## src/source/gb_defines.svh

```systemverilog
//**************************************************************************
// gb system bus definitions
// memory map, register addresses, widths, DMA length and timer rates
//**************************************************************************
`ifndef GB_DEFINES_SVH
`define GB_DEFINES_SVH

// bus widths
`define GB_ADDR_W 16
`define GB_DATA_W 8

// work RAM, 8 KB
`define GB_WRAM_START 16'hC000
`define GB_WRAM_END   16'hDFFF
`define GB_WRAM_AW    13

// object attribute memory
`define GB_OAM_START 16'hFE00
`define GB_OAM_END   16'hFE9F

// memory mapped registers
`define GB_MMIO_DIV  16'hFF04
`define GB_MMIO_TIMA 16'hFF05
`define GB_MMIO_TMA  16'hFF06
`define GB_MMIO_TAC  16'hFF07
`define GB_MMIO_IF   16'hFF0F
`define GB_MMIO_IE   16'hFFFF
`define GB_MMIO_DMA  16'hFF46

// bytes per OAM DMA transfer
`define GB_DMA_LEN 160

// timer divider and clocks per TIMA tick, indexed by TAC[1:0]
`define GB_TIMER_DIV_W 16
`define GB_TAC_RATE0   1024
`define GB_TAC_RATE1   16
`define GB_TAC_RATE2   64
`define GB_TAC_RATE3   256

// interrupt flags
`define GB_IRQ_W     5
`define GB_IRQ_TIMER 2

`endif

```

## src/source/gb_bus_pkg.sv

```systemverilog
//**************************************************************************
// gb system bus types
// address views, decoded regions and bus owners
//**************************************************************************
`include "gb_defines.svh"

package gb_bus_pkg;

   // one bus address, seen whole by the decoder or split by the DMA engine
   typedef union packed {
      logic [`GB_ADDR_W-1:0] full;
      struct packed {
         logic [7:0] page;
         logic [7:0] offset;
      } split;
   } bus_addr_u;

   // address regions from the decoder
   typedef enum logic [2:0] {
      wram,
      oam,
      timer,
      intr,
      dma_reg,
      unmapped
   } region_e;

   // current bus owner
   typedef enum logic {
      host,
      dma
   } master_e;

endpackage

```

## src/source/oam_dma.sv

```systemverilog
//**************************************************************************
// OAM DMA engine
// copies 160 bytes from page:00 into FE00, one read and one write per byte
//**************************************************************************
`timescale 1ns/100ps
`include "gb_defines.svh"

module oam_dma (
   input  logic                  clock,
   input  logic                  reset,
   input  logic                  dma_start,
   input  logic [7:0]            dma_page,
   output logic                  dma_req,
   output logic                  dma_we,
   output gb_bus_pkg::bus_addr_u dma_addr,
   output logic [`GB_DATA_W-1:0] dma_wdata,
   input  logic                  dma_gnt,
   input  logic [`GB_DATA_W-1:0] rdata,
   output logic                  dma_busy
);
   import gb_bus_pkg::*;

   localparam logic [1:0] st_idle  = 2'd0;
   localparam logic [1:0] st_read  = 2'd1;
   localparam logic [1:0] st_latch = 2'd2;
   localparam logic [1:0] st_write = 2'd3;

   logic [1:0]            state;
   logic [7:0]            index;
   logic [7:0]            src_page;
   logic [`GB_DATA_W-1:0] data_q;

   assign dma_req   = (state == st_read) || (state == st_write);
   assign dma_we    = (state == st_write);
   assign dma_wdata = data_q;
   assign dma_busy  = (state != st_idle);

   always_comb begin
      dma_addr.split.page   = (state == st_write) ? 8'(`GB_OAM_START >> 8) : src_page;
      dma_addr.split.offset = index;
   end

   always_ff @(posedge clock or posedge reset) begin
      if (reset) begin
         state    <= st_idle;
         index    <= '0;
         src_page <= '0;
      end else begin
         case (state)
            st_idle: begin
               if (dma_start) begin
                  state    <= st_read;
                  index    <= '0;
                  src_page <= dma_page;
               end
            end
            st_read: begin
               if (dma_gnt) begin
                  state <= st_latch;
               end
            end
            // read byte shows up here
            st_latch: state <= st_write;
            default: begin
               if (dma_gnt) begin
                  if (index == 8'(`GB_DMA_LEN - 1)) begin
                     state <= st_idle;
                  end else begin
                     index <= index + 8'd1;
                     state <= st_read;
                  end
               end
            end
         endcase
      end
   end

   always_ff @(posedge clock) begin
      if (state == st_latch) begin
         data_q <= rdata;
      end
   end

   a_index_range: assert property (@(posedge clock) disable iff (reset)
      dma_busy |-> index < 8'(`GB_DMA_LEN));

endmodule

```

## config.mk

```make
export PLATFORM = sky130hd
export DESIGN_NAME = oam_dma
export DESIGN_NICKNAME = d
export VERILOG_FILES = /design/src/source/gb_bus_pkg.sv /design/src/source/oam_dma.sv
export VERILOG_INCLUDE_DIRS = /design/src /design/src/source
export SDC_FILE = /design/constraint.sdc
export NUM_CORES = 1
export LEC_CHECK = 0
export ABC_AREA = 1
export ABC_CLOCK_PERIOD_IN_PS = 2710
export BUFFER_PORTS_ARGS = -buffer_cell sky130_fd_sc_hd__buf_2
export CORE_ASPECT_RATIO = 1.2
export CORE_MARGIN = 2
export CORE_UTILIZATION = 52
export CTS_CLUSTER_SIZE = 30
export DETAILED_ROUTE_END_ITERATION = 10
export PLACE_DENSITY = 0.84
export SYNTH_ARGS = -nofsm -noshare
export SYNTH_HDL_FRONTEND = slang
export SYNTH_SLANG_ARGS = --single-unit
export TNS_END_PERCENT = 1
```

## constraint.sdc

```tcl
create_clock -name clock -period 2.71 [get_ports clock]
set_clock_uncertainty 0.2 [all_clocks]
set_input_delay 0.1355 -clock clock [delete_from_list [all_inputs] [get_ports clock]]
set_output_delay 0.1355 -clock clock [all_outputs]
set_load 0.02 [all_outputs]
```

**Word level (Yosys, flattened, before mapping)**

Cells that the tools add are included.

- $add $sub $neg: 1
- Multiply operators: 0
- Divide/modulo/power cells: 0
- $lt $le $gt $ge: 0
- Equal/unequal tests: 7
- Shifts and indexed selects: 0
- Mux-type cells: 10
- Bitwise gates (word level): 1
- Reductions and logical operators: 9

Operators with widths:

| operator | count |
|---|---|
| $mux W8 | 4 |
| $pmux W8 S2 | 1 |
| $add A8 B1 Y8 const B | 1 |
| $eq A8 B8 Y1 const B | 1 |
| $mux W2 | 3 |
| $pmux W2 S3 | 1 |
| $eq A2 B2 Y1 const B | 2 |
| $ne A2 B2 Y1 const B | 2 |
| $reduce_and A4 Y1 | 1 |
| $reduce_bool A2 Y1 | 2 |
| $reduce_and A3 Y1 | 1 |
| $reduce_bool A3 Y1 | 1 |
| $eq A2 B1 Y1 const B | 1 |
| $logic_not A2 Y1 | 1 |
| $ne A2 B1 Y1 const B | 1 |
| $reduce_and A2 Y1 | 1 |
| $reduce_or A2 Y1 | 1 |
| $logic_or A1 B1 Y1 | 1 |
| $mux W1 | 1 |
| $not A1 Y1 | 1 |

- Bits in registers: 26
- Bits in latches: 0
- RAM bits: 0
- Bits in read-only memories: 0
- Logic and storage cells: 32
- Memories: 0

**Depth between registers and ports, before layout**

- Word-level depth: 4
- Mapped depth: 9

**Worst setup path after synthesis**

OpenSTA, ideal clock, no wires.

- Path type: register to register
- Start: register state[0]
- End: register index[2]
- Data arrival time: 1.360 ns
- Slack: 1.026 ns
- Cell stages (with the launch flop): 10
- Buffers on the path: 1
- Clock period less this slack: 1.684 ns
- Cells stage by stage: dfrtp_1 inv_1 ha_1 inv_4 nor2_2 nor2_2 nand3_4 buf_8 nand2_1 o21ai_2

- Word-level cells in the longest chain between the ends: 4
- Elaborated cells between the ends (all ways): 10

RTL lines:

| what | RTL line | RTL |
|---|---|---|
| from (decl) | oam_dma.sv:28 | `logic [1:0] state;` |
| from (signal assigned) | oam_dma.sv:45 | `state <= st_idle;` |
| from (signal assigned) | oam_dma.sv:52 | `state <= st_read;` |
| from (signal assigned) | oam_dma.sv:59 | `state <= st_latch;` |
| $eq A2 B1 Y1 or $eq A2 B2 Y1 (tied branches) | oam_dma.sv:49 | `case (state)` |
| $reduce_or A2 Y1 (no line) | -- |  |
| $not A1 Y1 (no line) | -- |  |
| $reduce_and A4 Y1 (no line) | -- |  |
| to (signal assigned) | oam_dma.sv:69 | `index <= index + 8'd1;` |
| to (decl) | oam_dma.sv:29 | `logic [7:0] index;` |

Several ways; a longest one is shown, not always the timed one.
A chain may end at the register's enable or synchronous reset.

**Worst setup path after layout**

- Start: register state[1]
- End: register src_page[1]

- Word-level cells in the longest chain between the ends: 2

RTL lines:

| what | RTL line | RTL |
|---|---|---|
| $logic_not A2 Y1 | oam_dma.sv:49 |  |
| $reduce_and A2 Y1 (no line) | -- |  |
| to (signal assigned) | oam_dma.sv:54 | `src_page <= dma_page;` |
| to (decl) | oam_dma.sv:30 | `logic [7:0] src_page;` |

Every way passes these cells.

==> flow_results.org <==
** Power
- Seq pwr share :: 0.348
- Total power per unit cell area :: 1010 nW/um^2
- Maximum vdd drop :: 0.643 mV
- Switching power as a share of total power :: 0.457
- Cell internal power dissipation :: 954 uW
- Summed over all nets, the switching power comes to 802 uW.
- Of the total power, combinational logic draws 0.520.
- Relative contribution of the clock network to total power :: 0.132
- In this run the static leakage power is 0.867 nW.

** STA
- Minimum setup slack in the final design :: 832 ps
- Hold slack :: 66.7 ps
- The worst path in the final design needs a cycle of 1880 ps, including I/O delays and setup.
- Highest clock rate :: 533 MHz
- Post-route fraction of the period consumed by the critical path :: 0.693
- Number of failing hold endpoints at the final stage :: 0
- Setup violators final :: 0
- Worst-Margin Slew :: 699 ps
- In the final timing run, aggregate negative setup slack is 0 ps.
- Setup repair after global routing left no endpoint under its margin.
- The final-report max-slew violation count was 0.
- In this run the tightest slew margin relative to its limit is 0.533.

** Finish
- After filler insertion, the fill cell instance count of the layout stands at 176.
- Of the cells placed in the final design, the portion with a size suffix greater than 1 is 0.293.
- Most frequent cells in the layout :: sky130_fd_sc_hd__buf_2 (46), sky130_fd_sc_hd__nand2_1 (34), sky130_fd_sc_hd__inv_1 (19)
- Area occupied by registers :: 691 sq um
- Layout net count :: 234
- Leaving out fill and tap cells, the most frequent cell in the layout is sky130_fd_sc_hd__buf_2.
- Post-synthesis to final-layout area growth :: 36.6%
- 0 antenna diodes ended up in the layout.
- The multi-input combinational cells in the finished layout cover a total of 488 sq um.

** Clock network
- Library cell used as clock root buffer :: sky130_fd_sc_hd__clkbuf_4
- In this run the number of H-tree levels came out at 1.
- For the worst-skew pair, the clock arrives at the later sink with an insertion delay of 330 ps.
- TritonCTS built the clock tree.
- No sink is reached through more buffers than the 2 on the longest clock path.
- Clock net sink count :: 26
- Buffers inserted during clock tree synthesis total 3.
- Post-cts gate resize count :: 0
- Clock-pin slew was measured on the worst setup and hold paths at 140 ps.
- Hold repair after CTS inserted 17 buffers.
- Buffers added to address setup during post-CTS repair amount to 0.

** Synthesis
- Syn Area/Cell :: 8.92 sq um
- During synthesis, Yosys emitted a total of 0 warnings.
- Proportion of synthesized chip area in sequential cells :: 0.541
- Synthesis produced a netlist with a net count of 168.
- The cell area that synthesis handed to floorplanning was 1280 sq um.
- Count of distinct cell types in the synthesized netlist :: 22
- After technology mapping, the gate count stands at 143.
- In this run, synthesis produced a sequential element count of 26.

** Setup path
- Crit path arrival time :: 1910 ps
- Maximum net fanout on the critical path :: 15
- The critical path goes through inv_1, ha_1, nand2_1, mux2_2.
- The worst register-to-register path begins at state[1].
- In this run the critical register-to-register path is captured at src_page[1].
- Worst-case reg-to-reg path depth :: 4
- Across all register-to-register paths, the minimum setup slack is 830 ps.
- Endpoint type of the worst setup path :: flop
- The largest individual stage delay along the critical path comes from the cell sky130_fd_sc_hd__dfrtp_1.
- STA puts the critical path data required time at 2750 ps.
- Largest stage delay on the critical path :: 440 ps
- Kind of critical path :: reg2reg
- Startpoint class of the critical path :: flop

** Worst hold path
- WHS Path Cells :: 4
- Worst min-delay path startpoint :: dma_gnt
- Endpoint of the worst hold path :: state[1]
- The path class of the tightest hold or removal check is in2reg.

** Global route
- Maximum number of pins on one net before global-route repair :: 19
- After global routing the overflow that remains totals 0.
- Vias in the first global route :: 1161
- Global-route total usage across every layer :: 0.230
- The first global-routing pass estimated 5040 um of wire.
- The initial antenna violation count is 0.

** Floorplanning
- Measured along the x axis, the die boundary spans 49.2 um.
- The floorplan has 19 rows.
- Std-Cell Core Area :: 2310 sq um
- Die Height :: 58.3 um
- Effective utilization at floorplan :: 0.553
- The floorplan step defined a die boundary enclosing 2870 sq um.
- Count of pins on the block boundary :: 47

** Routing
- After detailed routing, the number of vias per cell comes to 5.07.
- DR iter-0 viols :: 37
- The first detailed-routing pass took 4 iterations.
- Residual antenna-violating net count after detailed routing :: 0
- Number of remaining DRC errors :: 0
- Summed over all layers, the routed wires come to 3200 um.
- Total number of vias :: 1212
- WL/cell :: 13.4 um

** Flow run
- Number of maximum-capacitance constraint violations :: 0

** Placed design
- Port Buf Inserts :: 46
- Routability-driven placement finished with a final weighted congestion of 0.763.
- OpenSTA, run right after detailed placement, puts the worst setup slack at 890 ps.
- HPWL after detailed placement :: 2110 um

** Outcome
- Outcome :: completed
==> cell usage after synthesis <==
cell,count,area (sq um)
sky130_fd_sc_hd__inv_4,1,6.26
sky130_fd_sc_hd__inv_1,19,71.3
sky130_fd_sc_hd__nand3_4,1,17.5
sky130_fd_sc_hd__mux2_2,1,11.3
sky130_fd_sc_hd__buf_2,1,5.00
sky130_fd_sc_hd__nand3_2,1,10.0
sky130_fd_sc_hd__a21oi_1,10,50.1
sky130_fd_sc_hd__ha_1,5,62.6
sky130_fd_sc_hd__buf_8,1,15.0
sky130_fd_sc_hd__edfxtp_1,8,240
sky130_fd_sc_hd__nand3_1,5,25.0
sky130_fd_sc_hd__o21ai_1,5,25.0
sky130_fd_sc_hd__nand2_1,34,128
sky130_fd_sc_hd__or2_2,2,12.5
sky130_fd_sc_hd__nor2_4,1,11.3
sky130_fd_sc_hd__dfrtp_1,18,450
sky130_fd_sc_hd__nor3_1,2,10.0
sky130_fd_sc_hd__nor2_2,2,12.5
sky130_fd_sc_hd__o21ai_0,6,30.0
sky130_fd_sc_hd__nor2_1,18,67.6
sky130_fd_sc_hd__o21ai_2,1,8.76
sky130_fd_sc_hd__nand2_2,1,6.26
==> cell families (layout without fill, tap and decap cells) <==
logic type / after synthesis / count (layout) / share of synthesized area
AOI/OAI and AO/OA: 22 / 22 / 0.0892
adders and majority gates: 5 / 5 / 0.0490
buffers and inverters: 22 / 87 / 0.0765
DFF: 26 / 26 / 0.541
muxes: 1 / 1 / 0.00882
and+or+nand+nor: 67 / 67 / 0.235
==> flip-flops by register name, summed over array words and instances (netlist names) <==
signal,cells
dma_wdata,8
src_page,8
state,2
index,8
==> through the flow <==
step           power [mW]  area [sq um]  utilization  std cells
3_5_place_dp         1.49          1530        0.661        218
4_1_cts              1.74          1740        0.756        239
5_1_grt              1.87          1740        0.756        239
6_report             1.76          1740        0.756        239
3_3_place_gp         1.46          1530        0.661        218
2_1_floorplan        1.28          1280            -        143
==> routing by layer <==
layer,up-vias,share of wire,global-route usage
met4,0,0.024,0.0980
met1,560,0.40,0.252
met2,59,0.51,0.434
met5,-,0,0
met3,10,0.061,0.0387
li1,583,-,-
==> worst max-delay path by stage <==
| stage | from | slack [ps] | end | depth (start not counted) |
|---|---|---|---|---|
| 3_3_place_gp | state[0] | 960 | src_page[1] | 4 |
| 3_5_place_dp | state[1] | 890 | src_page[1] | 4 |
| 5_1_grt | state[0] | 670 | state[0] | 8 |
| 2_1_floorplan | state[0] | 1030 | index[2] | 9 |
| 4_1_cts | state[0] | 860 | state[0] | 8 |
| 6_report | state[1] | 830 | src_page[1] | 4 |
==> critical path: cells and delay by family (launching register included) <==
kind | cells | cell delay (ps)
DFF | 1 | 440
muxes | 1 | 380
buffers and inverters | 1 | 110
and+or+nand+nor | 1 | 350
adders and majority gates | 1 | 310
==> power by group through the flow <==
stage	clock (mW)	combinational (mW)	sequential, mW
after global routing	0.249	1.00	0.622
after detailed placement	0	0.879	0.616
after CTS	0.229	0.902	0.607
after floorplan	0	0.605	0.671
final	0.232	0.913	0.611
after global placement	0	0.848	0.608
==> final cells by class <==
class,count,share of cell area
repair buffers,63,0.230
inverters,20,0.0445
well taps,31,0.0223
multi-input cells,95,0.280
clock buffers,4,0.0273
flip-flops and latches,26,0.396
Note: power is estimated with default switching activity, not from simulation.
