$ cat src/source/gb_defines.svh
//**************************************************************************
// gb system bus definitions
// memory map, register addresses, widths, DMA length and timer rates
//**************************************************************************
`ifndef GB_DEFINES_SVH
`define GB_DEFINES_SVH

// bus widths
`define GB_ADDR_W 16
`define GB_DATA_W 8

// work RAM, 8 KB
`define GB_WRAM_START 16'hC000
`define GB_WRAM_END   16'hDFFF
`define GB_WRAM_AW    13

// object attribute memory
`define GB_OAM_START 16'hFE00
`define GB_OAM_END   16'hFE9F

// memory mapped registers
`define GB_MMIO_DIV  16'hFF04
`define GB_MMIO_TIMA 16'hFF05
`define GB_MMIO_TMA  16'hFF06
`define GB_MMIO_TAC  16'hFF07
`define GB_MMIO_IF   16'hFF0F
`define GB_MMIO_IE   16'hFFFF
`define GB_MMIO_DMA  16'hFF46

// bytes per OAM DMA transfer
`define GB_DMA_LEN 160

// timer divider and clocks per TIMA tick, indexed by TAC[1:0]
`define GB_TIMER_DIV_W 16
`define GB_TAC_RATE0   1024
`define GB_TAC_RATE1   16
`define GB_TAC_RATE2   64
`define GB_TAC_RATE3   256

// interrupt flags
`define GB_IRQ_W     5
`define GB_IRQ_TIMER 2

`endif

$ cat src/source/gb_bus_pkg.sv
//**************************************************************************
// gb system bus types
// address views, decoded regions and bus owners
//**************************************************************************
`include "gb_defines.svh"

package gb_bus_pkg;

   // one bus address, seen whole by the decoder or split by the DMA engine
   typedef union packed {
      logic [`GB_ADDR_W-1:0] full;
      struct packed {
         logic [7:0] page;
         logic [7:0] offset;
      } split;
   } bus_addr_u;

   // address regions from the decoder
   typedef enum logic [2:0] {
      wram,
      oam,
      timer,
      intr,
      dma_reg,
      unmapped
   } region_e;

   // current bus owner
   typedef enum logic {
      host,
      dma
   } master_e;

endpackage

$ cat src/source/timer_unit.sv
//**************************************************************************
// timer registers
// DIV, TIMA, TMA and TAC with reload on overflow and a timer interrupt
//**************************************************************************
`timescale 1ns/100ps
`include "gb_defines.svh"

module timer_unit (
   input  logic                  clock,
   input  logic                  reset,
   input  gb_bus_pkg::region_e   sel,
   input  logic                  we,
   input  gb_bus_pkg::bus_addr_u addr,
   input  logic [`GB_DATA_W-1:0] wdata,
   output logic [`GB_DATA_W-1:0] timer_rdata,
   output logic                  timer_irq
);
   import gb_bus_pkg::*;

   logic [`GB_TIMER_DIV_W-1:0] div_cnt;
   logic [`GB_TIMER_DIV_W-1:0] rate_mask;
   logic [7:0]                 tima;
   logic [7:0]                 tma;
   logic [2:0]                 tac;
   logic                       wr_en;
   logic                       tick;

   assign wr_en = (sel == timer) && we;

   // one tick each time the low divider bits wrap
   always_comb begin
      case (tac[1:0])
         2'd0:    rate_mask = `GB_TIMER_DIV_W'(`GB_TAC_RATE0 - 1);
         2'd1:    rate_mask = `GB_TIMER_DIV_W'(`GB_TAC_RATE1 - 1);
         2'd2:    rate_mask = `GB_TIMER_DIV_W'(`GB_TAC_RATE2 - 1);
         default: rate_mask = `GB_TIMER_DIV_W'(`GB_TAC_RATE3 - 1);
      endcase
   end

   assign tick = tac[2] && ((div_cnt & rate_mask) == rate_mask);

   always_ff @(posedge clock or posedge reset) begin
      if (reset) begin
         div_cnt   <= '0;
         tima      <= '0;
         tma       <= '0;
         tac       <= '0;
         timer_irq <= 1'b0;
      end else begin
         timer_irq <= 1'b0;
         if (wr_en && addr.full == `GB_MMIO_DIV) begin
            div_cnt <= '0;
         end else begin
            div_cnt <= div_cnt + 1'b1;
         end
         if (wr_en && addr.full == `GB_MMIO_TMA) begin
            tma <= wdata;
         end
         if (wr_en && addr.full == `GB_MMIO_TAC) begin
            tac <= wdata[2:0];
         end
         if (wr_en && addr.full == `GB_MMIO_TIMA) begin
            tima <= wdata;
         end else if (tick) begin
            if (tima == 8'hff) begin
               tima      <= tma;
               timer_irq <= 1'b1;
            end else begin
               tima <= tima + 8'd1;
            end
         end
      end
   end

   always_ff @(posedge clock or posedge reset) begin
      if (reset) begin
         timer_rdata <= '0;
      end else if (sel == timer) begin
         case (addr.full)
            `GB_MMIO_DIV:  timer_rdata <= div_cnt[`GB_TIMER_DIV_W-1 -: 8];
            `GB_MMIO_TIMA: timer_rdata <= tima;
            `GB_MMIO_TMA:  timer_rdata <= tma;
            default:       timer_rdata <= {5'b0, tac};
         endcase
      end
   end

endmodule

$ cat config.mk
export PLATFORM = sky130hd
export DESIGN_NAME = timer_unit
export DESIGN_NICKNAME = d
export VERILOG_FILES = /design/src/source/gb_bus_pkg.sv /design/src/source/timer_unit.sv
export VERILOG_INCLUDE_DIRS = /design/src /design/src/source
export SDC_FILE = /design/constraint.sdc
export NUM_CORES = 1
export LEC_CHECK = 0
export ABC_AREA = 1
export BUFFER_PORTS_ARGS = -buffer_cell sky130_fd_sc_hd__buf_4
export CAP_MARGIN = 10
export CORE_MARGIN = 2
export CORE_UTILIZATION = 31
export CTS_BUF_LIST = sky130_fd_sc_hd__clkbuf_4
export CTS_CLUSTER_SIZE = 16
export DETAILED_ROUTE_END_ITERATION = 7
export PLACE_DENSITY = 0.58
export SLEW_MARGIN = 0
export SYNTH_ARGS = -nofsm -noshare
export SYNTH_HDL_FRONTEND = slang
export SYNTH_SLANG_ARGS = --single-unit
$ cat constraint.sdc
create_clock -name clock -period 1.8 [get_ports clock]
set_input_delay 0.36 -clock clock [delete_from_list [all_inputs] [get_ports clock]]
set_output_delay 0.36 -clock clock [all_outputs]
set_load 0.03 [all_outputs]
Yosys cells after proc, flatten, opt, wreduce, memory -nomap -nowiden
Cells that the tools add are included.
W data, S select, Z words.

operators by class
  $add $sub $neg = 2
  equal/unequal tests = 9
  multiplexer cells = 9
  bitwise logic cells = 1
  reductions and logical operators = 8

operators by type and width
  operator                 count
  $eq A16 B16 Y1 const B   4
  $pmux W10 S3             1
  $mux W8                  3
  $pmux W8 S3              1
  $add A16 B1 Y16 const B  1
  $and A16 B16 Y16         1
  $eq A16 B16 Y1           1
  $mux W16                 1
  $add A8 B1 Y8 const B    1
  $eq A8 B8 Y1 const B     1
  $logic_and A1 B1 Y1      6
  $eq A3 B2 Y1 const B     1
  $mux W1                  3
  $eq A2 B1 Y1 const B     1
  $eq A2 B2 Y1 const B     1
  $logic_not A2 Y1         1
  $reduce_bool A2 Y1       1

word-level totals
  register bits after elaboration = 44
  bits of input ports = 30
  output and inout bits = 9
  word-level logic and storage cells = 35

Logic depth before layout (Yosys ltp)
Gate-level depths: netlist of run 1.

  word-level depth = 7
  gate-level depth with buffers = 11
  mapped depth without buffers = 11

Worst setup path after synthesis of run 1
Ideal clock, no wire load.

  path type = flip-flop to flip-flop
  from = reg tac[0]
  to = reg tima[5]
  setup time = 0.116 ns
  arrival time = 1.292 ns
  data required time = 1.684 ns
  setup slack = 0.391 ns
  cell stages (with the launch flop) = 12
  path buffers = 0
  clock period less this slack = 1.409 ns
  cells stage by stage = dfrtp_1 > inv_1 > ha_1 > inv_1 > nand2_1 > nand3_1 > a21oi_4 > inv_2 > nand2_4 > inv_2 > nand2_1 > nand2_1

on the way
  cells in the longest elaborated chain, start to end = 6
  elaborated cells between the ends (all ways) = 8
  those cells by class = eq/ne (3); mux (1); bitwise (1); reduce/logical (3)

ends and longest elaborated chain
  item                                        RTL line          source
  from (decl)                                 timer_unit.sv:24  logic [2:0] tac;
  from (signal assigned)                      timer_unit.sv:60  tac <= wdata[2:0];
  $eq A2 B2 Y1, or another cell as far along  timer_unit.sv:32  case (tac[1:0])
  $pmux W10 S3 *                              timer_unit.sv:32
  $and A16 B16 Y16                            timer_unit.sv:40  assign tick = tac[2] && ((div_cnt & rate_mask) == rate_mask);
  $eq A16 B16 Y1 *                            timer_unit.sv:40
  $logic_and A1 B1 Y1 *                       timer_unit.sv:40
  $reduce_bool A2 Y1 (no source line) *       -
  to (signal assigned)                        timer_unit.sv:63  tima <= wdata;
  to (signal assigned)                        timer_unit.sv:66  tima <= tma;
  to (signal assigned)                        timer_unit.sv:69  tima <= tima + 8'd1;
  to (decl)                                   timer_unit.sv:22  logic [7:0] tima;

Every way passes the cells marked *; elsewhere a longest branch is shown, timed or not.
A chain may end at the register's enable or synchronous reset.

Worst setup path in the final report of run 1
  from = reg div_cnt[0]
  to = reg tima[7]

on the way
  cells in the longest elaborated chain, start to end = 4

ends and longest elaborated chain
  item                                 RTL line          source
  from (decl)                          timer_unit.sv:20  logic [`GB_TIMER_DIV_W-1:0] div_cnt;
  from (signal assigned)               timer_unit.sv:54  div_cnt <= div_cnt + 1'b1;
  $and A16 B16 Y16                     timer_unit.sv:40
  $eq A16 B16 Y1                       timer_unit.sv:40
  $logic_and A1 B1 Y1                  timer_unit.sv:40
  $reduce_bool A2 Y1 (no source line)  -

No other way between the ends.

==> results of run 1 <==
-- logic make-up after synthesis --
logic type | after synthesis
flops | 44
buf+inv | 65
xor+xnor | 3
fa+ha+maj | 4
compound gates | 31
simple gates | 245
-- layout by cell type, fill, tap and decap left out, types with 3 or more instances in the layout --
cell      instances
a21oi_1           5
buf_4            43
clkbuf_4          7
dfrtp_1          44
ha_1              4
inv_1            49
inv_2             8
nand2_1         119
nand2_2           9
nand2_4           4
nand3_1          50
nand3_2           8
nor2_1           28
nor2_2            4
nor2_4            7
nor3_1            3
o21ai_0           9
o21ai_1           3
o21ai_2           9
or2_2             5
-- through the flow --
stage / setup WS (ns) / instance area [um^2]
finish: 0.192 / 3390
global route: 0.00803 / 3390
CTS: 0.172 / 3380
detailed placement: 0.151 / 3320
global placement: 0.137 / 3320
floorplan: 0.391 / 2900
-- area by class of cell --
type | count | area (um^2)
fillers | 937 | 5760
multi-input cells | 283 | 1520
flip-flops and latches | 44 | 1100
repair buffers | 44 | 343
inverters | 60 | 229
well taps | 111 | 139
clock buffers | 7 | 52.6
clock inverters | 1 | 3.75
-- registers in the layout, indices dropped and copies added (netlist names) --
name	flops
timer_rdata	8
timer_irq	1
tac	3
tima	8
tma	8
div_cnt	16
-- power by group through the flow --
stage | Combinational, uW | Sequential [uW] | Clock, uW
2_1_floorplan | 83.8 | 1050 | 0
3_3_place_gp | 198 | 1030 | 0
3_5_place_dp | 201 | 1030 | 0
4_1_cts | 201 | 1010 | 524
5_1_grt | 221 | 1020 | 559
6_report | 196 | 1010 | 497
-- critical path: cells and delay by family (launching register included) --
family                   cells  cell delay, ns
AND/OR/NAND/NOR              6            0.56
flip-flops                   1            0.39
AO/OA/AOI/OAI                1            0.21
adder cells (fa/ha/maj)      1            0.18
buffers and inverters        2            0.15
-- worst max-delay path by stage --
stage          slack (ns)            startpoint  cells after the start                  end
2_1_floorplan        0.39    tac[0]$_DFFE_PP0P_                     11  tima[5]$_DFFE_PP0P_
3_3_place_gp         0.14                sel[0]                     10  tima[3]$_DFFE_PP0P_
3_5_place_dp         0.15              addr[12]                     10   tma[7]$_DFFE_PP0P_
4_1_cts              0.17  div_cnt[0]$_DFF_PP0_                     10  tima[7]$_DFFE_PP0P_
5_1_grt             0.008    tac[0]$_DFFE_PP0P_                     11  tima[5]$_DFFE_PP0P_
6_report             0.19  div_cnt[0]$_DFF_PP0_                     10  tima[7]$_DFFE_PP0P_
-- layer usage --
metal | vias up | global-route usage, %
li1 | 1322 | -
met1 | 1142 | 19.0
met2 | 53 | 22.5
met3 | 10 | 2.29
met4 | 0 | 4.32
met5 | - | 0
==> flow_metrics.py, run 1 <==
metrics = {
    "clock_network": {
        "cts_buffers": 5,
        "cts.sinks": 44,
        "h-tree-depth": 2,
        "hold_buffers": 0,
        "post_cts_resized": 0,
        "cts.path.max_buffers": 2,
        "cts_setup_buffers": 0,
        "clockRootBuffer": "clkbuf_4",
        "cts_tree": "done",
        "clk_latency_ns": 0.36,
        "clk_pin_slew_ns": 0.13,
    },
    "place": {
        "place.port_buffers": 38,
        "dp_cells": 540,
        "dp_hpwl_um": 5020,
        "place.gp.congestion": 0.809,
    },
    "sta": {
        "hold_violations": 0,
        "fin_crit_ns": 1.61,
        "whs_ns": 0.0105,
        "clock_skew_ns": 0.0185,
        "fin_setup_tns_ns": 0,
        "rsz0062_at_grt": "no",
        "max_clock_freq_mhz": 622,
        "period_share_pct": 89.3,
        "tightest_slew_ns": 0.338,
        "relSlewSlack_pct": 77.3,
        "drv_slew": 0,
        "finalSetupViolCount": 0,
    },
    "die": {
        "coreArea_um2": 9150,
        "io_pins": 39,
        "placementRows": 35,
        "die_h_um": 101,
        "die_width_um": 101,
        "start_util_pct": 31.7,
        "fp.dieArea_um2": 10100,
    },
    "yosys": {
        "yosys_warnings": 0,
        "synth-seq-cells": 44,
        "synth_compound_area_share_pct": 7.47,
        "synth-seq-area-share_pct": 38.0,
        "yosys.area_share.simple_pct": 42.4,
        "synth_xor_area_share_pct": 0.906,
        "syn_nets": 426,
        "synth_area_um2": 2900,
        "synth_edf_count": 0,
        "async_flop_share_pct": 100,
        "synth_area_leaders": "dfrtp_1, nand2_1, nand3_1, inv_1, nor2_1",
        "avgSynthCellArea_um2": 7.40,
        "synthTopCellsByCount": "nand2_1, inv_1, nand3_1, dfrtp_1, nor2_1",
        "synth_cell_types": 35,
        "netlist_instances": 392,
        "synthMuxAreaShare_pct": 0,
        "synth_top_area_cell": "dfrtp_1",
        "synth.most_common_cell": "nand2_1",
        "synth_top_flop_cell": "dfrtp_1",
        "synth_top_family_by_area": "simple AND/OR/NAND/NOR gates",
        "synth_adder_area_share_pct": 1.73,
        "synth.top_cell.area_share_pct": 38.0,
    },
    "run": {
        "max_cap_violations": 0,
    },
    "worst_setup_path": {
        "worstSetupPathType": "flip-flop to flip-flop",
        "required_ns": 2.04,
        "rr_endpoint": "tima[7]$_DFFE_PP0P_",
        "r2r_slack_ns": 0.19,
        "path_cells": "ha_1 -> nand2_2 -> nor2_8 -> nand2_1 -> a21oi_4 -> inv_2 -> nand2_4 -> inv_2 -> nand2_1 -> nand2_1",
        "worst_path_most_repeated_cell": "nand2_1",
        "r2r-start": "div_cnt[0]$_DFF_PP0_",
        "max_stage_delay_ns": 0.39,
        "critPathSlowestCell": "dfrtp_1",
        "critPathLaunchType": "flip-flop",
        "worst_ep_arrival_time_ns": 1.85,
        "rr_worst_depth": 10,
        "worstPathMaxFanout": 7,
        "end_kind": "flip-flop",
    },
    "route": {
        "top_layer_used": "met4",
        "wl_met1_um": 3260,
        "finalWirelength_um": 6510,
        "viasPerCell": 4.59,
        "drtPass1Iterations": 4,
        "vias": 2527,
        "drc": 0,
        "drtIter0Drc": 99,
        "wl_met3_um": 255,
        "wl_per_cell_um": 11.8,
        "met2_length_um": 2880,
        "antenna_left": 0,
    },
    "power_and_ir_drop": {
        "pwr-share-seq_pct": 59.4,
        "pwr-share-clk_pct": 29.1,
        "leakage_uw": 0.00180,
        "power_density_nw_per_um2": 503,
        "peakVddDrop_mv": 0.237,
        "finalPower_uw": 1710,
        "switchingPower_uw": 436,
        "combPwrFrac_pct": 11.5,
        "intPower_uw": 1270,
        "switching_share_pct": 25.6,
    },
    "final_layout": {
        "diodes": 0,
        "layoutNonFillerInstCount": 550,
        "final_nets": 472,
        "finish.utilization_pct": 37.0,
        "drive_gt1_share_pct": 26.0,
        "area_growth_pct": 17.0,
    },
    "global_route": {
        "antenna_found_initial": 0,
        "grt_pass1_wl_um": 11500,
        "grt_max_degree": 45,
        "track_usage_pct": 13.9,
        "grt_pass1_vias": 2473,
        "grt.overflow.total": 0,
    },
    "min_path": {
        "hp-class": "primary input to asynchronous set/reset pin",
    },
    "status": {
        "status": "finished clean",
    },
}
Power figures use the tool's default switching activity.
==> inputs of run 2 (changes only) <==
--- a/config.mk
+++ b/config.mk
@@ -10,11 +10,11 @@
 export BUFFER_PORTS_ARGS = -buffer_cell sky130_fd_sc_hd__buf_4
 export CAP_MARGIN = 10
 export CORE_MARGIN = 2
-export CORE_UTILIZATION = 31
+export CORE_UTILIZATION = 35
 export CTS_BUF_LIST = sky130_fd_sc_hd__clkbuf_4
 export CTS_CLUSTER_SIZE = 16
 export DETAILED_ROUTE_END_ITERATION = 7
-export PLACE_DENSITY = 0.58
+export PLACE_DENSITY = 0.63
 export SLEW_MARGIN = 0
 export SYNTH_ARGS = -nofsm -noshare
 export SYNTH_HDL_FRONTEND = slang
==> flow_metrics.py, run 2 (synthesis gave the netlist of run 1 again) <==
metrics = {
    "worst_setup_path": {
        "crit_start": "tac[0]$_DFFE_PP0P_",
        "required_ns": 2.06,
        "max_stage_delay_ns": 0.44,
        "worstPathMaxFanout": 5,
        "r2r-start": "tac[0]$_DFFE_PP0P_",
        "critPathLaunchType": "flip-flop",
        "crit_family": "flip-flops",
        "end_kind": "flip-flop",
        "path_cells": "inv_1 -> ha_1 -> inv_1 -> nand2_1 -> nand3_1 -> a21oi_4 -> inv_2 -> nand2_4 -> inv_2 -> nand2_1 -> nand2_1",
        "critPathSlowestCell": "dfrtp_1",
        "worstSetupPathType": "flip-flop to flip-flop",
        "worst_ep_arrival_time_ns": 1.87,
        "path_buf_inv": 4,
        "worst_path_most_repeated_cell": "nand2_1",
    },
    "power_and_ir_drop": {
        "finalPower_uw": 1840,
        "leakage_uw": 0.00179,
        "power_density_nw_per_um2": 543,
        "peakVddDrop_mv": 0.254,
    },
    "die": {
        "die_width_um": 95.0,
        "io_pins": 39,
        "die_h_um": 95.0,
        "start_util_pct": 35.6,
        "placementRows": 33,
        "coreArea_um2": 8130,
        "fp.dieArea_um2": 9030,
    },
    "place": {
        "place_ws_ns": 0.114,
        "dp_hpwl_um": 5020,
        "place.port_buffers": 38,
        "place.gp.congestion": 0.811,
        "placed_cell_area_um2": 3300,
        "dp_cells": 533,
    },
    "final_layout": {
        "final_cell_mix": "nand2_1, nand3_1, inv_1",
        "final_cell_area_um2": 3390,
        "largest_register_ffs": 16,
        "final_nets": 469,
        "area_growth_pct": 16.8,
        "regMostFlops": "div_cnt",
        "diodes": 0,
        "fillCellCount": 828,
        "layoutNonFillerInstCount": 541,
        "final_common_cell": "nand2_1",
        "finish.utilization_pct": 41.6,
        "drive_gt1_share_pct": 25.9,
    },
    "sta": {
        "drv_slew": 0,
        "fin_crit_ns": 1.61,
        "hold_violations": 0,
        "tightest_slew_ns": 0.344,
        "max_clock_freq_mhz": 621,
        "finalSetupViolCount": 0,
        "fin_ws_ns": 0.190,
        "clock_skew_ns": 0.00602,
        "relSlewSlack_pct": 76.9,
        "period_share_pct": 89.4,
    },
    "route": {
        "finalWirelength_um": 6330,
        "drc": 0,
        "drtIter0Drc": 142,
        "wl_per_cell_um": 11.7,
        "drtPass1Iterations": 4,
        "viasPerCell": 4.66,
        "vias": 2523,
        "antenna_left": 0,
    },
    "clock_network": {
        "h-tree-depth": 2,
        "cts_setup_buffers": 0,
        "clk_latency_ns": 0.36,
        "clockRootBuffer": "clkbuf_4",
        "cts.path.max_buffers": 2,
        "clk_pin_slew_ns": 0.14,
        "cts_buffers": 5,
        "cts_tree": "done",
        "cts.sinks": 44,
    },
    "run": {
        "max_cap_violations": 0,
    },
    "global_route": {
        "grt_pass1_vias": 2367,
        "antenna_found_initial": 0,
        "grt_pass1_wl_um": 10900,
        "grt.overflow.total": 0,
        "track_usage_pct": 15.2,
        "grt_max_degree": 45,
    },
    "status": {
        "status": "finished clean",
    },
    "min_path": {
        "hp-class": "primary input to asynchronous set/reset pin",
    },
}
run 2: cell count changes in the layout (fill, tap and decap cells not counted):
cell / before / now
clkinv_2: 1 / 2
clkbuf_4: 7 / 5
dfrtp_1: 44 / 43
clkinvlp_4: 0 / 1
dfrtp_2: 0 / 1
bufinv_16: 0 / 1
clkinv_1: 2 / 1
buf_4: 43 / 40
run 2: metrics by stage:
| stage | hold slack [ns] | setup TNS (ns) |
|---|---|---|
| after CTS | 0.0171 | 0 |
| after floorplan | 0.437 | 0 |
| after global routing | 0.0150 | -0.00390 |
| final | 0.0215 | 0 |
| after global placement | 0.430 | 0 |
| after detailed placement | 0.428 | 0 |
run 2: layer usage:
metal / share of wire [%] / vias up / GRT usage [%] / wire [um]
met5: 0 / - / 0 / 0
met4: 1.0 / 0 / 4.11 / 64
met3: 5.3 / 5 / 2.77 / 336
met2: 45 / 51 / 23.9 / 2850
met1: 49 / 1146 / 21.4 / 3080
li1: - / 1321 / - / -
run 2: power by group:
| part | switching, uW | total [uW] | internal (uW) |
|---|---|---|---|
| Combinational | 112 | 198 | 86.2 |
| Sequential | 10.4 | 1010 | 1000 |
| Clock | 338 | 627 | 290 |
| Total | 460 | 1840 | 1380 |
run 2: final cells by class:
cell class                 instances  area [um^2]  share of cell area (%)
inverter                          60          229                    6.76
clock buffer                       5         37.5                    1.11
sequential                        44         1100                    32.6
tap                              105          131                    3.88
timing repair buffer              41          320                    9.46
clock inverter                     3         42.5                    1.26
multi-input combinational        283         1520                    45.0
run 2: path summary, 6_finish.rpt:
path | to | slack [ns] | cells after the start
max | tima[3]$_DFFE_PP0P_ | 0.19 | 11
min | div_cnt[1]$_DFF_PP0_ | 0.02 | 3
max reg2reg | tima[3]$_DFFE_PP0P_ | 0.19 | 11
min reg2reg | timer_rdata[6]$_DFFE_PP0N_ | 0.49 | 2
max in group asynchronous | tima[1]$_DFFE_PP0P_ | 1.56 | 3
min in group clock | tima[6]$_DFFE_PP0P_ | 0.23 | 3
run 2: worst reg2reg max path: cells and delay by family, from the launching register on:
family                   cells  cell delay (ns)
buffers and inverters        4             0.26
AO/OA/AOI/OAI                1             0.19
adder cells (fa/ha/maj)      1             0.27
flip-flops                   1             0.44
AND/OR/NAND/NOR              5             0.36
run 2: timing repair:
item | in CTS | in global routing
hold buffers | 0 | 0
setup endpoints to repair | 0 | 1
hold endpoints to repair | 0 | 0
resized for setup | 0 | 1
