File: src/source/gb_defines.svh
//**************************************************************************
// gb system bus definitions
// memory map, register addresses, widths, DMA length and timer rates
//**************************************************************************
`ifndef GB_DEFINES_SVH
`define GB_DEFINES_SVH

// bus widths
`define GB_ADDR_W 16
`define GB_DATA_W 8

// work RAM, 8 KB
`define GB_WRAM_START 16'hC000
`define GB_WRAM_END   16'hDFFF
`define GB_WRAM_AW    13

// object attribute memory
`define GB_OAM_START 16'hFE00
`define GB_OAM_END   16'hFE9F

// memory mapped registers
`define GB_MMIO_DIV  16'hFF04
`define GB_MMIO_TIMA 16'hFF05
`define GB_MMIO_TMA  16'hFF06
`define GB_MMIO_TAC  16'hFF07
`define GB_MMIO_IF   16'hFF0F
`define GB_MMIO_IE   16'hFFFF
`define GB_MMIO_DMA  16'hFF46

// bytes per OAM DMA transfer
`define GB_DMA_LEN 160

// timer divider and clocks per TIMA tick, indexed by TAC[1:0]
`define GB_TIMER_DIV_W 16
`define GB_TAC_RATE0   1024
`define GB_TAC_RATE1   16
`define GB_TAC_RATE2   64
`define GB_TAC_RATE3   256

// interrupt flags
`define GB_IRQ_W     5
`define GB_IRQ_TIMER 2

`endif

File: src/source/gb_bus_pkg.sv
//**************************************************************************
// gb system bus types
// address views, decoded regions and bus owners
//**************************************************************************
`include "gb_defines.svh"

package gb_bus_pkg;

   // one bus address, seen whole by the decoder or split by the DMA engine
   typedef union packed {
      logic [`GB_ADDR_W-1:0] full;
      struct packed {
         logic [7:0] page;
         logic [7:0] offset;
      } split;
   } bus_addr_u;

   // address regions from the decoder
   typedef enum logic [2:0] {
      wram,
      oam,
      timer,
      intr,
      dma_reg,
      unmapped
   } region_e;

   // current bus owner
   typedef enum logic {
      host,
      dma
   } master_e;

endpackage

File: src/source/axi_lite_host_port.sv
//**************************************************************************
// AXI4-Lite host port
// serves one read or write at a time as a single-byte bus request
//**************************************************************************
`timescale 1ns/100ps
`include "gb_defines.svh"

module axi_lite_host_port (
   input  logic                  clock,
   input  logic                  reset,
   input  logic                  awvalid,
   output logic                  awready,
   input  logic [`GB_ADDR_W-1:0] awaddr,
   input  logic                  wvalid,
   output logic                  wready,
   input  logic [31:0]           wdata,
   input  logic [3:0]            wstrb,
   output logic                  bvalid,
   input  logic                  bready,
   output logic [1:0]            bresp,
   input  logic                  arvalid,
   output logic                  arready,
   input  logic [`GB_ADDR_W-1:0] araddr,
   output logic                  rvalid,
   input  logic                  rready,
   output logic [31:0]           rdata,
   output logic [1:0]            rresp,
   output logic                  host_req,
   output logic                  host_we,
   output gb_bus_pkg::bus_addr_u host_addr,
   output logic [`GB_DATA_W-1:0] host_wdata,
   input  logic                  host_gnt,
   input  logic [`GB_DATA_W-1:0] bus_rdata
);
   import gb_bus_pkg::*;

   localparam logic [1:0] st_idle   = 2'd0;
   localparam logic [1:0] st_access = 2'd1;
   localparam logic [1:0] st_resp   = 2'd2;

   logic [1:0]            state;
   logic                  is_write;
   logic                  rd_pending;
   logic                  rd_accept;
   logic                  wr_accept;
   logic [`GB_DATA_W-1:0] rdata_q;

   // a waiting read wins over a write
   assign rd_accept = (state == st_idle) && arvalid;
   assign wr_accept = (state == st_idle) && !arvalid && awvalid && wvalid;
   assign arready   = rd_accept;
   assign awready   = wr_accept;
   assign wready    = wr_accept;

   assign host_req = (state == st_access) && !rd_pending;
   assign bvalid   = (state == st_resp) && is_write;
   assign rvalid   = (state == st_resp) && !is_write;
   assign rdata    = {{(32 - `GB_DATA_W){1'b0}}, rdata_q};
   assign bresp    = 2'b00;
   assign rresp    = 2'b00;

   always_ff @(posedge clock or posedge reset) begin
      if (reset) begin
         state      <= st_idle;
         is_write   <= 1'b0;
         rd_pending <= 1'b0;
         host_we    <= 1'b0;
      end else begin
         case (state)
            st_idle: begin
               if (rd_accept || wr_accept) begin
                  state    <= st_access;
                  is_write <= wr_accept;
                  // lane 0 off means a harmless read instead of a write
                  host_we  <= wr_accept && wstrb[0];
               end
            end
            st_access: begin
               if (rd_pending) begin
                  rd_pending <= 1'b0;
                  state      <= st_resp;
               end else if (host_gnt) begin
                  rd_pending <= !is_write;
                  if (is_write) begin
                     state <= st_resp;
                  end
               end
            end
            default: begin
               if ((bvalid && bready) || (rvalid && rready)) begin
                  state <= st_idle;
               end
            end
         endcase
      end
   end

   always_ff @(posedge clock) begin
      if (rd_accept) begin
         host_addr.full <= araddr;
      end else if (wr_accept) begin
         host_addr.full <= awaddr;
         host_wdata     <= wdata[`GB_DATA_W-1:0];
      end
      if (rd_pending) begin
         rdata_q <= bus_rdata;
      end
   end

   // request held steady until the arbiter takes it
   a_req_stable: assert property (@(posedge clock) disable iff (reset)
      host_req && !host_gnt |=> host_req && $stable(host_addr));

endmodule

File: config.mk
export PLATFORM = sky130hd
export DESIGN_NAME = axi_lite_host_port
export DESIGN_NICKNAME = d
export VERILOG_FILES = /design/src/source/gb_bus_pkg.sv /design/src/source/axi_lite_host_port.sv
export VERILOG_INCLUDE_DIRS = /design/src /design/src/source
export SDC_FILE = /design/constraint.sdc
export NUM_CORES = 1
export LEC_CHECK = 0
export BUFFER_PORTS_ARGS = -buffer_cell sky130_fd_sc_hd__buf_2
export CAP_MARGIN = 20
export CORE_ASPECT_RATIO = 1.4
export CORE_MARGIN = 2
export CORE_UTILIZATION = 42
export CTS_BUF_LIST = sky130_fd_sc_hd__clkbuf_2 sky130_fd_sc_hd__clkbuf_4 sky130_fd_sc_hd__clkbuf_8
export CTS_CLUSTER_SIZE = 20
export DETAILED_ROUTE_END_ITERATION = 7
export PLACE_DENSITY = 0.89
export SLEW_MARGIN = 20
export SYNTH_ARGS = -nofsm -noshare
export SYNTH_HDL_FRONTEND = slang
export SYNTH_SLANG_ARGS = --single-unit
File: constraint.sdc
create_clock -name clock -period 3.4 [get_ports clock]
set_clock_uncertainty 0.1 [all_clocks]
set_input_delay 0.51 -clock clock [delete_from_list [all_inputs] [get_ports clock]]
set_output_delay 0.51 -clock clock [all_outputs]
set_load 0.01 [all_outputs]
# After elaboration in Yosys (flattened, before gate mapping)

Index checks and enable logic that the tools add are counted.
W data, S select, Z words.

Register bits: 37
Input bits: 84
Output and inout port bits: 67
Logic and storage cells: 44

Eq/ne operators: 5
Muxes and demuxes: 10
Bitwise gates (word level): 1
Reduce and logical (&&, ||, !) cells: 21

Operator list:

| operator             | number |
|---|---|
| $mux W16             | 2 |
| $logic_and A1 B1 Y1  | 10 |
| $mux W2              | 5 |
| $ne A3 B3 Y1 const B | 2 |
| $pmux W2 S2          | 1 |
| $reduce_and A2 Y1    | 2 |
| $reduce_and A4 Y1    | 1 |
| $logic_not A1 Y1     | 3 |
| $reduce_bool A3 Y1   | 1 |
| $eq A2 B1 Y1 const B | 1 |
| $eq A2 B2 Y1 const B | 1 |
| $logic_not A2 Y1     | 1 |
| $logic_or A1 B1 Y1   | 2 |
| $mux W1              | 2 |
| $ne A2 B1 Y1 const B | 1 |
| $reduce_bool A2 Y1   | 1 |
| $not A1 Y1           | 1 |

# Longest topological paths before layout

Gate-level depths: netlist of run 1.

Depth in word-level cells: 7
Mapped depth: 5
Mapped depth without buffers: 3

# Worst setup path before layout of run 1

OpenSTA, ideal clock, no wires.

Path type: input to output
From: input wvalid
To: output wready
Arrival: 1.088 ns
Required time: 2.790 ns
Slack: 1.702 ns
Stages on the path: 4
Path buffers: 1
Cells stage by stage: and2_1 > nand2_1 > nor2_1 > buf_4

Cells in the longest elaborated chain, start to end: 1

RTL lines:

| element             | line                     | text |
|---|---|---|
| start, declared     | axi_lite_host_port.sv:14 | `input logic wvalid,` |
| $logic_and A1 B1 Y1 | axi_lite_host_port.sv:50 | `assign wr_accept = (state == st_idle) && !arvalid && awvalid && wvalid;` |
| end, declared       | axi_lite_host_port.sv:15 | `output logic wready,` |

No other way between the ends.

# Worst setup path in the final report of run 1

From: register state[1]
To: output arready

Cells in the longest elaborated chain, start to end: 2

RTL lines:

| element                | line                     | text |
|---|---|---|
| start, declared        | axi_lite_host_port.sv:41 | `logic [1:0] state;` |
| start signal, assigned | axi_lite_host_port.sv:64 | `state <= st_idle;` |
| start signal, assigned | axi_lite_host_port.sv:72 | `state <= st_access;` |
| start signal, assigned | axi_lite_host_port.sv:81 | `state <= st_resp;` |
| $logic_not A2 Y1       | axi_lite_host_port.sv:49 | `assign rd_accept = (state == st_idle) && arvalid;` |
| $logic_and A1 B1 Y1    | axi_lite_host_port.sv:49 |  |
| end, declared          | axi_lite_host_port.sv:22 | `output logic arready,` |

No other way between the ends.

==> results of run 1 <==
-- power by group through the flow --
stage	Combinational, mW	Sequential, mW	Clock (mW)
finish	0.390	0.682	0.317
CTS	0.398	0.684	0.329
floorplan	0.255	0.725	0
global route	0.423	0.696	0.345
detailed placement	0.398	0.694	0
global placement	0.384	0.689	0
-- state kept, by name (all words and copies together), names as in the netlist --
register and cells:
host_addr 16, host_wdata 8, host_we 1, is_write 1
rd_pending 1, rdata_q 8, state 2
-- logic make-up (layout without fill, tap and decap cells) --
kind of cell    after synthesis  after routing  synth area share (%)
flops                        37             37                  64.0
buf+inv                      34            106                  15.3
mux                          17             17                  13.0
simple gates                 14             14                  4.72
compound gates                7              7                  2.80
other cells                   1             28                 0.221
-- path summary, 6_finish.rpt --
check | depth (start not counted) | endpoint | from | slack (ns)
max in group asynchronous | 2 | rd_pending$_DFFE_PP0P_ | reset | 3.01
setup reg to reg | 3 | host_addr[8]$_DFFE_PP_ | state[1]$_DFFE_PP0P_ | 1.67
hold reg to reg | 1 | host_we$_DFFE_PP0P_ | host_we$_DFFE_PP0P_ | 0.42
min in group clock | 1 | host_wdata[6]$_DFFE_PP_ | wdata[6] | 0.30
hold / removal | 2 | is_write$_DFFE_PP0P_ | reset | 0.02
setup / recovery | 3 | arready | state[1]$_DFFE_PP0P_ | 1.37
-- metal layers --
layer  global-route usage [%]  vias up  routed length (µm)
met2                     23.9       82                1670
met1                     11.0      504                 943
met3                     6.35        4                 424
li1                         -      528                   -
met5                        0        -                   0
met4                     5.58        0                  29
-- synth_stat cells --
library cell	number	area share, %
mux2i_1	1	0.59
nor2_1	3	0.66
and2_1	2	0.74
a31o_2	1	0.52
buf_12	1	1.2
a21oi_1	2	0.59
buf_6	1	0.66
and2_4	1	0.52
inv_1	3	0.66
a32o_1	1	0.59
nor3_1	1	0.29
o21ai_0	2	0.59
or2b_1	1	0.44
mux2_4	8	7.1
nor2b_1	1	0.37
nor3b_1	2	0.88
edfxtp_1	32	57
nand2_1	2	0.44
o22a_1	1	0.52
mux2_2	8	5.3
nor2_2	1	0.37
dfrtp_1	5	7.4
buf_4	29	13
conb_1	1	0.22
-- area by class of cell --
class	instances	area, µm²	area share, %
clock buffer	8	97.6	4.48
inverter	3	11.3	0.517
timing repair buffer	95	475	21.8
tap	43	53.8	2.47
sequential	37	1090	49.9
multi-input combinational	66	453	20.8
-- metrics by stage --
step	cells	hold WS, ns	setup WS [ns]	utilization [%]	area, µm²
global placement	244	0.318	1.54	53.1	2080
floorplan	137	0.189	1.70	-	1800
detailed placement	244	0.312	1.49	53.1	2080
finish	252	0.0177	1.37	55.6	2180
global route	252	0.0279	1.29	55.6	2180
CTS	252	0.0154	1.35	55.6	2180
-- cells in the final DEF, fill, tap and decap left out, drive strengths merged --
| master | netlist | routed |
|---|---|---|
| dfrtp | 5 | 5 |
| or2b | 1 | 1 |
| a31o | 1 | 1 |
| nor2b | 1 | 1 |
| inv | 3 | 3 |
| conb | 1 | 28 |
| mux2 | 16 | 16 |
| nor3b | 2 | 2 |
| and2 | 3 | 3 |
| o21ai | 2 | 2 |
| buf | 31 | 95 |
| o22a | 1 | 1 |
| a32o | 1 | 1 |
| clkbuf | 0 | 8 |
| nor3 | 1 | 1 |
| mux2i | 1 | 1 |
| nor2 | 4 | 4 |
| edfxtp | 32 | 32 |
| a21oi | 2 | 2 |
| nand2 | 2 | 2 |
==> load_flow_metrics.sql, run 1 <==
INSERT INTO impl_metrics (metric_group, metric, value, unit) VALUES
('run_status', 'result_of_the_run', 'completed', ''),
('die', 'initial_utilization', '43.3', '%'),
('clock_tree', 'worst_skew_pair.late_latency', '0.28', 'ns'),
('power', 'pwr-share-seq', '49.1', '%'),
('placed_design', 'detailed_place_hpwl', '2510', 'µm'),
('worst_setup_path', 'critPathMaxStageDelay', '0.45', 'ns'),
('logic_synthesis', 'synthesis.instances', '110', ''),
('logic_synthesis', 'synth_cell_types', '24', ''),
('sta', 'setup_tns', '0', 'ns'),
('clock_tree', 'cts_max_level', '2', ''),
('logic_synthesis', 'synth.avg_cell_area', '15.4', 'µm²'),
('placed_design', 'place_congestion', '0.644', ''),
('sta', 'maxClockFrequency', '492', 'MHz'),
('worst_setup_path', 'cp_data_required_time', '2.79', 'ns'),
('grt', 'globalRouteTotalUtil', '12.8', '%'),
('clock_tree', 'cts_made_buffers', '5', ''),
('logic_synthesis', 'synth.yosys.warnings', '0', ''),
('route', 'first_iter_violations', '7', ''),
('cells_and_area', 'drive_gt1_share', '58.4', '%'),
('sta', 'final-max-slew-violation-count', '0', ''),
('worst_hold_path', 'holdCritPathClass', 'input port to async pin', ''),
('worst_setup_path', 'kind_of_start_point_of_the_critical_path', 'register', ''),
('cells_and_area', 'insertedDiodeCount', '0', ''),
('worst_setup_path', 'cp.arrival', '1.42', 'ns'),
('route', 'drt_first_pass_iters', '4', ''),
('route', 'vias_per_cell', '4.44', ''),
('power', 'power.share.combinational', '28.1', '%'),
('power', 'static_leakage', '1.04', 'nW'),
('clock_tree', 'post_cts_hold_buffer_count', '0', ''),
('route', 'routed_wire_length_per_instance', '12.2', 'µm'),
('logic_synthesis', 'yosysSeqAreaShare', '64.0', '%'),
('route', 'remaining_drc_errors', '0', ''),
('cells_and_area', 'fill_cells', '348', ''),
('clock_tree', 'cts.sink_count', '37', ''),
('clock_tree', 'cts.reportedPaths.clkPinSlew', '0.06', 'ns'),
('die', 'vertical_die_dimension', '79.2', 'µm'),
('sta', 'post-route-min-period', '2.03', 'ns'),
('power', 'peakVddDrop', '0.000394', 'V'),
('route', 'drt_wl_total', '3070', 'µm'),
('die', 'rows', '27', ''),
('route', 'final_antenna_net_count', '0', ''),
('grt', 'grt_max_degree', '19', ''),
('sta', 'final.period_utilization', '59.8', '%'),
('power', 'switchingPower', '0.398', 'mW'),
('sta', 'unrepaired_setup_endpoints_after_global_routing', 'false', ''),
('clock_tree', 'postCtsSetupRepairBufs', '0', ''),
('cells_and_area', 'finish.net_count', '292', ''),
('worst_setup_path', 'crit_fanout', '18', ''),
('sta', 'worst_slew_pin_slew', '0.643', 'ns'),
('logic_synthesis', 'synth_seq_cells', '37', ''),
('placed_design', 'io_buffers', '95', ''),
('power', 'power.switching_fraction', '28.7', '%'),
('worst_setup_path', 'critical_path.slowest_cell', 'dfrtp_1', ''),
('power', 'p_clk_share', '22.8', '%'),
('logic_synthesis', 'post_synthesis_instance_area', '1700', 'µm²'),
('worst_setup_path', 'critical_path.n_buffers_inverters', '1', ''),
('cells_and_area', 'area_delta_synth_final', '28.2', '%'),
('clock_tree', 'post_cts_resize_count', '0', ''),
('grt', 'global_route_wire_length_before_repair', '4330', 'µm'),
('worst_setup_path', 'crit_family', 'simple AND/OR/NAND/NOR gates', ''),
('die', 'fp.dieArea', '4570', 'µm²'),
('grt', 'antenna_found_initial', '0', ''),
('die', 'io_pins', '151', ''),
('worst_setup_path', 'chain_of_cells_forming_the_critical_path', 'nor2_2, and2_4, buf_2', ''),
('clock_tree', 'clock_path_buffers', '2', ''),
('clock_tree', 'root_buffer', 'clkbuf_8', ''),
('worst_setup_path', 'worst_setup_path_end_kind', 'output pin', ''),
('die', 'fp.dieW', '57.7', 'µm'),
('sta', 'setup_viol', '0', ''),
('route', 'via_count', '1118', ''),
('power', 'power_density', '638', 'nW/µm²'),
('die', 'core_region_area', '3920', 'µm²'),
('sta', 'hold_violations', '0', ''),
('grt', 'vias_in_the_first_global_route', '1054', ''),
('worst_setup_path', 'worstSetupPathType', 'register to output pin', ''),
('sta', 'slew-limit-headroom', '57.0', '%'),
('grt', 'grt-ovfl-total', '0', ''),
('job', 'cap_viol_max_count', '0', ''),
('power', 'cell_internal_pwr', '0.991', 'mW'),
('clock_tree', 'tritoncts', 'done', ''),
('power', 'total_power', '1.39', 'mW');
No activity file was read; power rests on OpenSTA's default activity.
==> inputs of run 2 (changes only) <==
- CORE_UTILIZATION: 42 -> 39
- PLACE_DENSITY: 0.89 -> 0.84
- clock period: 3.4 -> 1.9 ns (I/O delays scaled with it)
==> run 2 against run 1 <==
Sequential cell count unchanged. Wire length up 5.9%. Design area up 5.5%. Sequential power up 79%. Die area up 7.2%. Largest cell class unchanged. Largest power group unchanged. Highest routed layer unchanged.
==> load_flow_metrics.sql, run 2 (synthesis results as in run 1) <==
INSERT INTO impl_metrics (metric_group, metric, value, unit) VALUES
('run_status', 'result_of_the_run', 'completed', ''),
('cells_and_area', 'final-instance-count-excl-fill', '266', ''),
('sta', 'maxClockFrequency', '598', 'MHz'),
('sta', 'final.period_utilization', '88.0', '%'),
('worst_setup_path', 'crit_fanout', '8', ''),
('sta', 'hold_violations', '0', ''),
('die', 'io_pins', '151', ''),
('die', 'core_region_area', '4200', 'µm²'),
('cells_and_area', 'finish.net_count', '304', ''),
('sta', 'post-route-min-period', '1.67', 'ns'),
('worst_setup_path', 'worst_setup_path_end_kind', 'output pin', ''),
('clock_tree', 'cts_made_buffers', '5', ''),
('sta', 'finalHoldWorstSlack', '0.0697', 'ns'),
('worst_setup_path', 'worstSetupPathType', 'register to output pin', ''),
('power', 'total_power', '2.70', 'mW'),
('route', 'drt_wl_total', '3250', 'µm'),
('die', 'fp.dieW', '59.8', 'µm'),
('cells_and_area', 'final_common_cell', 'buf_2', ''),
('grt', 'antenna_found_initial', '0', ''),
('route', 'final_antenna_net_count', '0', ''),
('sta', 'setup_viol', '0', ''),
('cells_and_area', 'reg.largest.list', 'host_addr: 16 flops, host_wdata: 8 flops, rdata_q: 8 flops', ''),
('die', 'initial_utilization', '40.4', '%'),
('grt', 'grt_max_degree', '19', ''),
('cells_and_area', 'fill_cells', '355', ''),
('placed_design', 'io_buffers', '95', ''),
('die', 'fp.dieArea', '4900', 'µm²'),
('cells_and_area', 'regMostFlops', 'host_addr', ''),
('cells_and_area', 'largest_register_ffs', '16', ''),
('cells_and_area', 'final_cell_area', '2300', 'µm²'),
('placed_design', 'place_inst', '248', ''),
('route', 'routed_wire_length_per_instance', '12.2', 'µm'),
('clock_tree', 'cts.reportedPaths.clkPinSlew', '0.08', 'ns'),
('clock_tree', 'cts.sink_count', '37', ''),
('sta', 'timing.final.ws_setup', '0.227', 'ns'),
('sta', 'unrepaired_setup_endpoints_after_global_routing', 'false', ''),
('grt', 'vias_in_the_first_global_route', '1021', ''),
('grt', 'grt-ovfl-total', '0', ''),
('route', 'first_iter_violations', '11', ''),
('cells_and_area', 'area_delta_synth_final', '35.3', '%'),
('grt', 'global_route_wire_length_before_repair', '4350', 'µm'),
('cells_and_area', 'insertedDiodeCount', '0', ''),
('worst_setup_path', 'cp_data_required_time', '1.51', 'ns'),
('placed_design', 'placement.cell_area', '2100', 'µm²'),
('grt', 'globalRouteTotalUtil', '12.3', '%'),
('job', 'cap_viol_max_count', '0', ''),
('cells_and_area', 'layout_common_cells', 'buf_2, edfxtp_1, conb_1, buf_4', ''),
('worst_setup_path', 'kind_of_start_point_of_the_critical_path', 'register', ''),
('sta', 'final-max-slew-violation-count', '0', ''),
('worst_setup_path', 'cp.arrival', '1.29', 'ns'),
('clock_tree', 'cts_max_level', '2', ''),
('placed_design', 'pre_cts_slack', '0.227', 'ns'),
('placed_design', 'detailed_place_hpwl', '2520', 'µm'),
('route', 'via_count', '1153', ''),
('sta', 'setup_tns', '0', 'ns'),
('cells_and_area', 'finalCoreUtilization', '54.6', '%'),
('route', 'drt_first_pass_iters', '4', ''),
('placed_design', 'place_congestion', '0.719', ''),
('die', 'vertical_die_dimension', '82.1', 'µm'),
('route', 'remaining_drc_errors', '0', ''),
('clock_tree', 'worst_skew_pair.late_latency', '0.29', 'ns'),
('clock_tree', 'tritoncts', 'done', ''),
('route', 'vias_per_cell', '4.33', ''),
('worst_hold_path', 'holdCritPathClass', 'input port to register', ''),
('clock_tree', 'root_buffer', 'clkbuf_8', ''),
('clock_tree', 'clock_path_buffers', '2', ''),
('power', 'power_density', '1180', 'nW/µm²'),
('die', 'rows', '28', ''),
('power', 'static_leakage', '1.11', 'nW'),
('cells_and_area', 'drive_gt1_share', '59.7', '%'),
('power', 'peakVddDrop', '0.000538', 'V'),
('worst_setup_path', 'reg2reg_slack', '0.24', 'ns');
[run 2: cell types whose count changed in the layout (fill, tap and decap cells not counted), sizes merged]
cell / before / now
buf: 95 / 106
clkbuf: 8 / 5
bufinv: 0 / 1
clkinv: 0 / 1
clkinvlp: 0 / 1
dlygate4sd3: 0 / 1
[run 2: path summary, 6_finish.rpt]
check                      cells past startpoint                 endpoint                  from
min reg2reg                                    1      host_we$_DFFE_PP0P_   host_we$_DFFE_PP0P_
min                                            1  host_wdata[1]$_DFFE_PP_              wdata[1]
max reg2reg                                    4  host_addr[15]$_DFFE_PP_  state[1]$_DFFE_PP0P_
max                                            3                 host_req  state[0]$_DFFE_PP0P_
min in group asynchronous                      3     is_write$_DFFE_PP0P_                 reset
max in group asynchronous                      3      host_we$_DFFE_PP0P_                 reset
[run 2: layout make-up]
type                            count  area (µm²)  share of cell area (%)
Multi-Input combinational cell     66         453                    19.7
Clock inverter                      3        41.3                    1.80
Tap cell                           45        56.3                    2.45
Sequential cell                    37        1090                    47.3
Clock buffer                        5        68.8                    3.00
Timing Repair Buffer              107         581                    25.3
Inverter                            3        11.3                   0.490
[run 2: layer usage]
layer	global-route usage, %	up-vias	part of all wire, %
li1	-	550	-
met4	8.67	0	2.2
met2	22.1	82	55
met3	4.09	6	11
met5	0	-	0
met1	11.3	515	32
[run 2: timing repair]
action | CTS | global route
hold buffers | 1 | 0
setup buffers | 0 | 9
resized for setup | 0 | 0
hold endpoints to repair | 5 | 0
setup endpoints to repair | 0 | 1
[run 2: power by group]
| part | leakage, nW | switching (mW) | total (mW) | internal (mW) |
|---|---|---|---|---|
| sequential | 0.359 | 0.106 | 1.22 | 1.11 |
| clock | 0.0518 | 0.277 | 0.663 | 0.386 |
| combinational | 0.695 | 0.392 | 0.819 | 0.427 |
[run 2: critical path: stages (launching register included)]
cell     delay [ns]
dfrtp_1        0.46
or2b_1         0.26
nor2_1         0.12
buf_2          0.16
